--- config.mk ---
export PLATFORM = sky130hd
export DESIGN_NAME = csam_mul
export DESIGN_NICKNAME = d
export VERILOG_FILES = /design/src/hdl/csam_pkg.sv /design/src/hdl/csa_array.sv /design/src/hdl/cpa_saturate.sv /design/src/hdl/csam_mul.sv
export SDC_FILE = /design/constraint.sdc
export NUM_CORES = 1
export LEC_CHECK = 0
export ABC_AREA = 1
export BUFFER_PORTS_ARGS = -buffer_cell sky130_fd_sc_hd__buf_2
export CAP_MARGIN = 15
export CORE_ASPECT_RATIO = 1.2
export CORE_MARGIN = 4
export CORE_UTILIZATION = 44
export CTS_CLUSTER_DIAMETER = 40
export DETAILED_ROUTE_END_ITERATION = 10
export PLACE_DENSITY = 0.66
export RECOVER_POWER = 100
export SYNTH_ARGS = -nofsm -noshare
export SYNTH_HDL_FRONTEND = slang
export SYNTH_SLANG_ARGS = --single-unit
--- constraint.sdc ---
create_clock -name clk -period 8.8 [get_ports clk]
set_input_delay 0 -clock clk [delete_from_list [all_inputs] [get_ports clk]]
set_output_delay 0 -clock clk [all_outputs]
set_load 0.02 [all_outputs]
--- src/hdl/csam_pkg.sv ---
package csam_pkg;

   // ------------------------------
   // widths
   // ------------------------------

   // operand width, everything else follows from it
   localparam int op_w = 16;

   // full product width
   localparam int prod_w = 2 * op_w;

   // ------------------------------
   // stage payloads
   // ------------------------------

   // operand pair at the input
   typedef struct packed {
      logic [op_w-1:0] a;
      logic [op_w-1:0] b;
   } mul_req_t;

   // carry-save state after the last reduction row
   // low_bits holds finished product bits 15..0
   // sum_row holds last-row sum bits 15..1
   // carry_row holds last-row carry bits 14..0
   typedef struct packed {
      logic [op_w-1:0] low_bits;
      logic [op_w-2:0] sum_row;
      logic [op_w-2:0] carry_row;
   } csa_vec_t;

   // final result
   // sat_low is all ones when any upper product bit is set
   typedef struct packed {
      logic [prod_w-1:0] product;
      logic [op_w-1:0]   sat_low;
      logic              overflow;
   } mul_rsp_t;

endpackage

--- src/hdl/csa_array.sv ---
`timescale 1ns/1ps

module csa_array (
   input  logic               clk,
   input  logic               rst_n,
   input  logic               in_valid,
   input  csam_pkg::mul_req_t req,
   output logic               csa_valid,
   output csam_pkg::csa_vec_t csa
);

   import csam_pkg::*;

   // pp[j][i] is a[i] and b[j]
   logic [op_w-1:0] pp [op_w];

   // finished product bits, one per row
   logic [op_w-1:0] low_bits;

   csa_vec_t csa_next;

   genvar gi;
   genvar gj;
   genvar gk;

   // ------------------------------
   // partial-product matrix
   // ------------------------------

   generate
      for (gj = 0; gj < op_w; gj++) begin : g_pp_row
         for (gi = 0; gi < op_w; gi++) begin : g_pp_bit
            assign pp[gj][gi] = req.a[gi] & req.b[gj];
         end
      end
   endgenerate

   // row 0 is taken as is
   assign low_bits[0] = pp[0][0];

   // ------------------------------
   // carry-save reduction
   // ------------------------------

   // each row k adds partial product row k to the shifted sum of
   // row k-1 and the unshifted carry of row k-1
   generate
      for (gk = 1; gk < op_w; gk++) begin : g_row
         logic [op_w-1:0] s;
         logic [op_w-2:0] c;

         // top bit of each row has nothing to add yet
         assign s[op_w-1] = pp[gk][op_w-1];

         for (gi = 0; gi < op_w-1; gi++) begin : g_cell
            if (gk == 1) begin : g_ha
               // first row, no incoming carry
               assign s[gi] = pp[1][gi] ^ pp[0][gi+1];
               assign c[gi] = pp[1][gi] & pp[0][gi+1];
            end else begin : g_fa
               logic x;
               logic y;
               logic z;

               assign x = pp[gk][gi];
               assign y = g_row[gk-1].s[gi+1];
               assign z = g_row[gk-1].c[gi];

               assign s[gi] = x ^ y ^ z;
               assign c[gi] = (x & y) | (x & z) | (y & z);
            end
         end

         // lsb of the row sum is final
         assign low_bits[gk] = s[0];
      end
   endgenerate

   // ------------------------------
   // stage-one register
   // ------------------------------

   always_comb begin
      csa_next.low_bits  = low_bits;
      csa_next.sum_row   = g_row[op_w-1].s[op_w-1:1];
      csa_next.carry_row = g_row[op_w-1].c;
   end

   always_ff @(posedge clk or negedge rst_n) begin
      if (!rst_n) begin
         csa_valid <= 1'b0;
         csa       <= '0;
      end else begin
         csa_valid <= in_valid;
         // hold payload between strobes
         if (in_valid) begin
            csa <= csa_next;
         end
      end
   end

endmodule

--- src/hdl/cpa_saturate.sv ---
`timescale 1ns/1ps

module cpa_saturate (
   input  logic               clk,
   input  logic               rst_n,
   input  logic               csa_valid,
   input  csam_pkg::csa_vec_t csa,
   output logic               out_valid,
   output csam_pkg::mul_rsp_t rsp
);

   import csam_pkg::*;

   // product bits 31..16
   logic [op_w-1:0] upper;

   logic [prod_w-1:0] product;
   logic              overflow;
   logic [op_w-1:0]   sat_low;

   mul_rsp_t rsp_next;

   // ------------------------------
   // ripple carry-propagate add
   // ------------------------------

   // carry_row[i] and sum_row[i] both weigh bit 16+i
   always_comb begin : ripple
      logic cy;
      logic p;

      // half adder at bit 16
      upper[0] = csa.carry_row[0] ^ csa.sum_row[0];
      cy       = csa.carry_row[0] & csa.sum_row[0];

      // full adders for bits 17..30
      for (int i = 1; i < op_w-1; i++) begin
         p        = csa.carry_row[i] ^ csa.sum_row[i];
         upper[i] = p ^ cy;
         cy       = (csa.carry_row[i] & csa.sum_row[i]) | (p & cy);
      end

      // carry out is the msb
      upper[op_w-1] = cy;
   end

   // ------------------------------
   // overflow and saturation
   // ------------------------------

   assign product  = {upper, csa.low_bits};
   assign overflow = |upper;

   // clamp to 16 bits
   assign sat_low = overflow ? '1 : csa.low_bits;

   always_comb begin
      rsp_next.product  = product;
      rsp_next.sat_low  = sat_low;
      rsp_next.overflow = overflow;
   end

   // ------------------------------
   // output register
   // ------------------------------

   always_ff @(posedge clk or negedge rst_n) begin
      if (!rst_n) begin
         out_valid <= 1'b0;
         rsp       <= '0;
      end else begin
         out_valid <= csa_valid;
         if (csa_valid) begin
            rsp <= rsp_next;
         end
      end
   end

endmodule

--- src/hdl/csam_mul.sv ---
`timescale 1ns/1ps

module csam_mul (
   input  logic               clk,
   input  logic               rst_n,
   input  logic               in_valid,
   input  csam_pkg::mul_req_t req,
   output logic               out_valid,
   output csam_pkg::mul_rsp_t rsp
);

   import csam_pkg::*;

   // ------------------------------
   // stage boundary
   // ------------------------------

   logic     csa_valid;
   csa_vec_t csa;

   // stage one, partial products and carry-save rows
   csa_array u_csa_array (
      .clk       (clk),
      .rst_n     (rst_n),
      .in_valid  (in_valid),
      .req       (req),
      .csa_valid (csa_valid),
      .csa       (csa)
   );

   // stage two, final add and saturation
   cpa_saturate u_cpa_saturate (
      .clk       (clk),
      .rst_n     (rst_n),
      .csa_valid (csa_valid),
      .csa       (csa),
      .out_valid (out_valid),
      .rsp       (rsp)
   );

endmodule

==> results of run 1 <==
## kinds of logic after synthesis
kind of cell / Yosys count / synth area share, %
compound gates: 30 / 1.79
fa+ha+maj: 240 / 44.1
buf+inv: 373 / 13.8
flops: 97 / 22.8
simple gates: 494 / 17.5
## metal layers
layer  part of all wire (%)  routed length, um  GRT usage [%]
met1                     42               7770           19.0
met2                     53               9740           27.5
met3                    3.2                582           2.11
met4                    1.2                226           3.51
met5                  0.071                 13              0
## registers in the layout, indices dropped and copies added (netlist names)
signal and count:
u_csa_array.csa_valid 1, u_cpa_saturate.rsp 49, u_cpa_saturate.out_valid 1, u_csa_array.csa 46
## area by class of cell
cell class	instances	area [sq um]	area share, %
clock buffers	9	225	1.99
well taps	320	400	3.54
flip-flops and latches	97	2430	21.4
repair buffers	88	378	3.34
multi-input cells	764	6730	59.4
inverters	290	1090	9.61
clock inverters	7	75.1	0.663
## through the flow
| step | hold slack (ps) | instance area, sq um | util (%) | setup WS (ps) |
|---|---|---|---|---|
| after detailed placement | -122 | 11100 | 46.4 | 852 |
| final | 52.2 | 11300 | 47.4 | 880 |
| after CTS | 45.3 | 11400 | 47.7 | 1220 |
| after global placement | -125 | 11100 | 46.4 | 907 |
| after global routing | 69.2 | 11300 | 47.4 | 501 |
| after floorplan | -296 | 10600 | - | 993 |
## final timing paths
path / end / slack, ps / depth (start not counted)
max in group asynchronous: u_cpa_saturate.rsp[9]$_DFFE_PN0P_ / 4020 / 3
min reg2reg: u_cpa_saturate.rsp[29]$_DFFE_PN0P_ / 470 / 2
min in group asynchronous: u_cpa_saturate.rsp[48]$_DFFE_PN0P_ / 300 / 2
max: u_csa_array.csa[45]$_DFFE_PN0P_ / 880 / 25
min: u_csa_array.csa[30]$_DFFE_PN0P_ / 50 / 3
max reg2reg: u_cpa_saturate.rsp[5]$_DFFE_PN0P_ / 1860 / 25
## critical path, cell delays in order
cell and delay, ps:
clkbuf_1 260, clkbuf_1 580, nand2_1 120, inv_1 80, ha_1 130, inv_1 50, fa_1 460, fa_1 520
inv_1 50, fa_1 520, fa_1 440, fa_1 550, fa_1 450, fa_1 550, fa_1 450, fa_1 420
fa_1 510, fa_1 440, fa_1 510, inv_1 50, fa_1 370, inv_1 70, fa_1 400, nand2_1 80
nand2_1 80
## cells in the final DEF, fill, tap and decap left out
cell | Yosys | final
clkbuf_16 | 0 | 9
clkinv_4 | 0 | 2
clkinv_8 | 0 | 2
fa_1 | 224 | 224
dfrtp_1 | 97 | 97
inv_8 | 0 | 1
inv_2 | 3 | 1
a21boi_0 | 12 | 12
nand2_1 | 482 | 483
ha_1 | 16 | 16
inv_6 | 0 | 1
nor2_1 | 9 | 9
buf_4 | 1 | 1
a21boi_1 | 4 | 4
clkbuf_1 | 36 | 56
clkinv_2 | 0 | 1
nand3_1 | 2 | 2
buf_2 | 45 | 30
dlygate4sd3_1 | 0 | 1
inv_1 | 287 | 289
o21ai_0 | 14 | 14
==> results.ini, run 1 <==
[status]
status=finished, violations left
violations=capacitance limit, slew limit

[worst_hold_path]
hold_start=req[16]
hold_class=in2reg

[critical_path]
cp_max_fo=13
crit_required_ps=9030
r2r-start=u_csa_array.csa[0]$_DFFE_PN0P_
critPathKind=in2reg
critPathLaunchType=input pin
crit_arrival_ps=8150
crit_path_start=req[0]
end_kind=flop

[synthesis]
synth_top_area_share_pct=42.2
syn_inst=1234
synthTopCellsByCount=nand2_1, inv_1, fa_1, dfrtp_1, buf_2
synth-main-ff-cell=dfrtp_1
avgSynthCellArea_sq_um=8.62
ys_seq_area_share_pct=22.8
synth_area_sq_um=10600
synth_seq_cells=97
yosysTopAreaCell=fa_1
synth_area_leaders=fa_1, dfrtp_1, nand2_1, inv_1, buf_2
ys_warn_count=0
synth_edf_count=0
syn_nets=1509
synth_cell_types=16
async_flop_share_pct=100
yosysMostFrequentCell=nand2_1

[clocking]
numCtsBuffers=9
cts_buffer_depth=2
post_cts_buffers=0
clk_pin_slew_ps=70
h-tree-depth=3
clock_sinks=97
ctsResizeCount=0
clk_latency_ps=360
cts_hold_buf=1
cts_tree=built
ctsRootBufferMaster=clkbuf_16

[timing]
layout_min_cycle_time_ps=7920
hold_viol_final=0
finalClockSkew_ps=14.3
grt_setup_unrepaired=no
fin_crit_sh_pct=90.0
fmax_mhz=126
max-slew-margin-rel_pct=-179
finalSetupViolCount=0
worstMarginPinSlew_ps=4190
maxSlewViolCount=126
tns_ps=0

[placed_design]
gp_congestion=0.762
hpwl_mm=15.7
io_buffers=84
placedCellCount=1558

[cells_and_area]
diodes=0
drive_above_1_share_pct=3.82
syn2layout_area_growth_pct=6.52
fill_cells=2369
finalNonFillerCells=1575
fin_nets=1525

[route]
avgRoutedWirePerCell_um=11.6
vias_per_cell=4.53
drc_errors=0
first_pass_iters=4
drtAntennaViolNets=0
drt_iter0_markers=176
wirelength_mm=18.3
vias=7139

[job]
cap_violations=2

[global_route]
grt_antenna_before_repair=1
grt_pass1_wl_mm=33.6
grt_pass1_vias=7613
grt_overflow=0
grt_util_all_layers_pct=15.1
grt_max_degree=82

[floorplan]
io_pins=85
core_area_sq_um=23900
die_h_um=178
rows=62
die_w_um=150
initial_core_util_pct=44.5
die_area_sq_um=26700

Power of run 1 is not shown: default switching activity piles up to over one toggle a cycle in this logic, so the estimate is an artifact.
==> run 2: changes to the inputs <==
BUFFER_PORTS_ARGS = -buffer_cell sky130_fd_sc_hd__buf_4   (was -buffer_cell sky130_fd_sc_hd__buf_2)
==> run 2 against run 1 <==
  * Cell count is essentially flat
  * Critical endpoint unchanged
  * Highest routed layer is now met4
  * Fmax grew 0.90%
  * First-iteration DRC count grew 13%
  * Wire length shrank 0.30%
  * The run still ends with capacitance limit, slew limit left
  * Largest cell class unchanged
==> results.ini, run 2 (synthesized netlist as in run 1, its figures left out) <==
[global_route]
grt_antenna_before_repair=0  ; was 1
use_met1_pct=19.2  ; was 19.0%
grt_use_met2_pct=27.5  ; about the same
grt_overflow=0  ; unchanged
grt_pass1_wl_mm=33.7  ; was 33.6 mm
grt_util_all_layers_pct=15.1  ; about the same
grt_pass1_vias=7557  ; was 7613
grt_max_degree=53  ; was 82
use_met3_pct=2.13  ; was 2.11%
grt.busiest_layer=met2  ; unchanged

[cells_and_area]
syn2layout_area_growth_pct=7.44  ; was 6.52%
largest_reg_flops=49  ; unchanged
final_cell_mix=nand2_1, inv_1, fa_1  ; unchanged
final_common_cell=nand2_1  ; unchanged
diodes=0  ; unchanged
fin_nets=1524  ; was 1525
top_register=u_cpa_saturate.rsp  ; unchanged
drive_above_1_share_pct=3.83  ; was 3.82%
largest_registers=u_cpa_saturate.rsp (49), u_csa_array.csa (46)  ; unchanged

[floorplan]
rows=62  ; unchanged
die_h_um=178  ; unchanged
die_area_sq_um=26700  ; unchanged
die_w_um=150  ; unchanged
initial_core_util_pct=44.5  ; unchanged
core_area_sq_um=23900  ; unchanged
io_pins=85  ; unchanged

[critical_path]
crit_path_end=u_csa_array.csa[45]$_DFFE_PN0P_  ; unchanged
rr_endpoint=u_cpa_saturate.rsp[1]$_DFFE_PN0P_  ; was u_cpa_saturate.rsp[5]$_DFFE_PN0P_
crit_arrival_ps=8120  ; was 8150 ps
critPathLaunchType=input pin  ; unchanged
reg2regPathDepth=25  ; unchanged
end_kind=flop  ; unchanged
cp_max_fo=16  ; was 13
r2r_setup_slack_ps=1840  ; was 1860 ps
crit_required_ps=9080  ; was 9030 ps
r2r-start=u_csa_array.csa[0]$_DFFE_PN0P_  ; unchanged
critPathKind=in2reg  ; unchanged
crit_path_start=req[1]  ; was req[0]

[timing]
tns_ps=0  ; unchanged
hold_viol_final=0  ; unchanged
timing.hold.ws_ps=16.8  ; was 52.2 ps
layout_min_cycle_time_ps=7850  ; was 7920 ps
fmax_mhz=127  ; was 126 MHz
finalClockSkew_ps=20.8  ; was 14.3 ps
maxSlewViolCount=144  ; was 126
fin_crit_sh_pct=89.2  ; was 90.0%
grt_setup_unrepaired=no  ; unchanged
fin_ws_ps=951  ; was 880 ps
worstMarginPinSlew_ps=2550  ; was 4190 ps
finalSetupViolCount=0  ; unchanged
max-slew-margin-rel_pct=-70.1  ; was -179%

[route]
drt_iter0_markers=199  ; was 176
avgRoutedWirePerCell_um=11.6  ; about the same
vias=7112  ; was 7139
vias_per_cell=4.52  ; was 4.53
drtAntennaViolNets=0  ; unchanged
drc_errors=0  ; unchanged
wirelength_mm=18.3  ; about the same
first_pass_iters=4  ; unchanged

[clocking]
clk_latency_ps=360  ; about the same
ctsRootBufferMaster=clkbuf_16  ; unchanged
post_cts_buffers=0  ; unchanged
h-tree-depth=3  ; unchanged
cts_buffer_depth=2  ; unchanged
clk_pin_slew_ps=80  ; was 70 ps
ctsResizeCount=0  ; unchanged
clock_sinks=97  ; unchanged
cts_tree=built  ; unchanged
numCtsBuffers=9  ; unchanged

[job]
cap_violations=3  ; was 2

[worst_hold_path]
hold_class=in2reg  ; unchanged

[placed_design]
post-place-ws_ps=957  ; was 852 ps
io_buffers=84  ; unchanged
hpwl_mm=15.5  ; was 15.7 mm
gp_congestion=0.769  ; was 0.762

[status]
violations=capacitance limit, slew limit  ; unchanged
status=finished, violations left  ; unchanged

## run 2: changes by cell type in the layout (fill, tap and decap cells not counted), sizes merged
cell / change
bufinv: +1
clkbuf: -2
clkinv: -2
dlygate4sd3: +1
inv: +1
## run 2: what timing repair did
action                                  CTS  global route
hold buffers                              2             0
hold endpoints to repair                 47             0
endpoints found under the setup margin    0             0
## run 2: per-layer routing
layer	up-vias	part of all wire (%)
li1	3425	-
met1	3595	42
met2	85	54
met3	7	3.3
met4	0	0.91
met5	-	0
## run 2: final cells by class
type,instances,area [sq um]
fillers,2433,12500
repair buffers,87,455
clock inverters,7,95.1
clock buffers,9,225
well taps,320,400
multi-input cells,764,6730
inverters,290,1090
flip-flops and latches,97,2430
## run 2: worst min-delay path by stage
stage                         from                            endpoint  slack (ps)  cells after the start
after floorplan              rst_n  u_cpa_saturate.out_valid$_DFF_PN0_        -300                      0
after global placement       rst_n     u_csa_array.csa_valid$_DFF_PN0_          60                      1
after detailed placement     rst_n     u_csa_array.csa_valid$_DFF_PN0_          60                      1
after CTS                 in_valid     u_csa_array.csa_valid$_DFF_PN0_           5                      1
after global routing       req[15]     u_csa_array.csa[29]$_DFFE_PN0P_          30                      3
final                      req[15]     u_csa_array.csa[29]$_DFFE_PN0P_          20                      3
## run 2: critical path: stages
cell and delay, ps:
clkbuf_1 530, nand2_1 100, inv_1 90, ha_1 230, inv_1 80, fa_1 440
fa_1 510, inv_1 50, fa_1 530, fa_1 450, fa_1 540, fa_1 440
fa_1 550, fa_1 440, fa_1 540, fa_1 440, fa_1 490, fa_1 540
fa_1 440, fa_1 510, nand2_1 50, nand2_1 120
## run 2: per-stage QoR
stage                     instance area (sq um)  std cells  utilization, %
after floorplan                           10600       1234               -
after global placement                    11300       1556            47.2
after detailed placement                  11300       1556            47.2
after CTS                                 11600       1574            48.7
after global routing                      11400       1574            47.8
final                                     11400       1574            47.8
Power of run 2 is left out for the same reason.
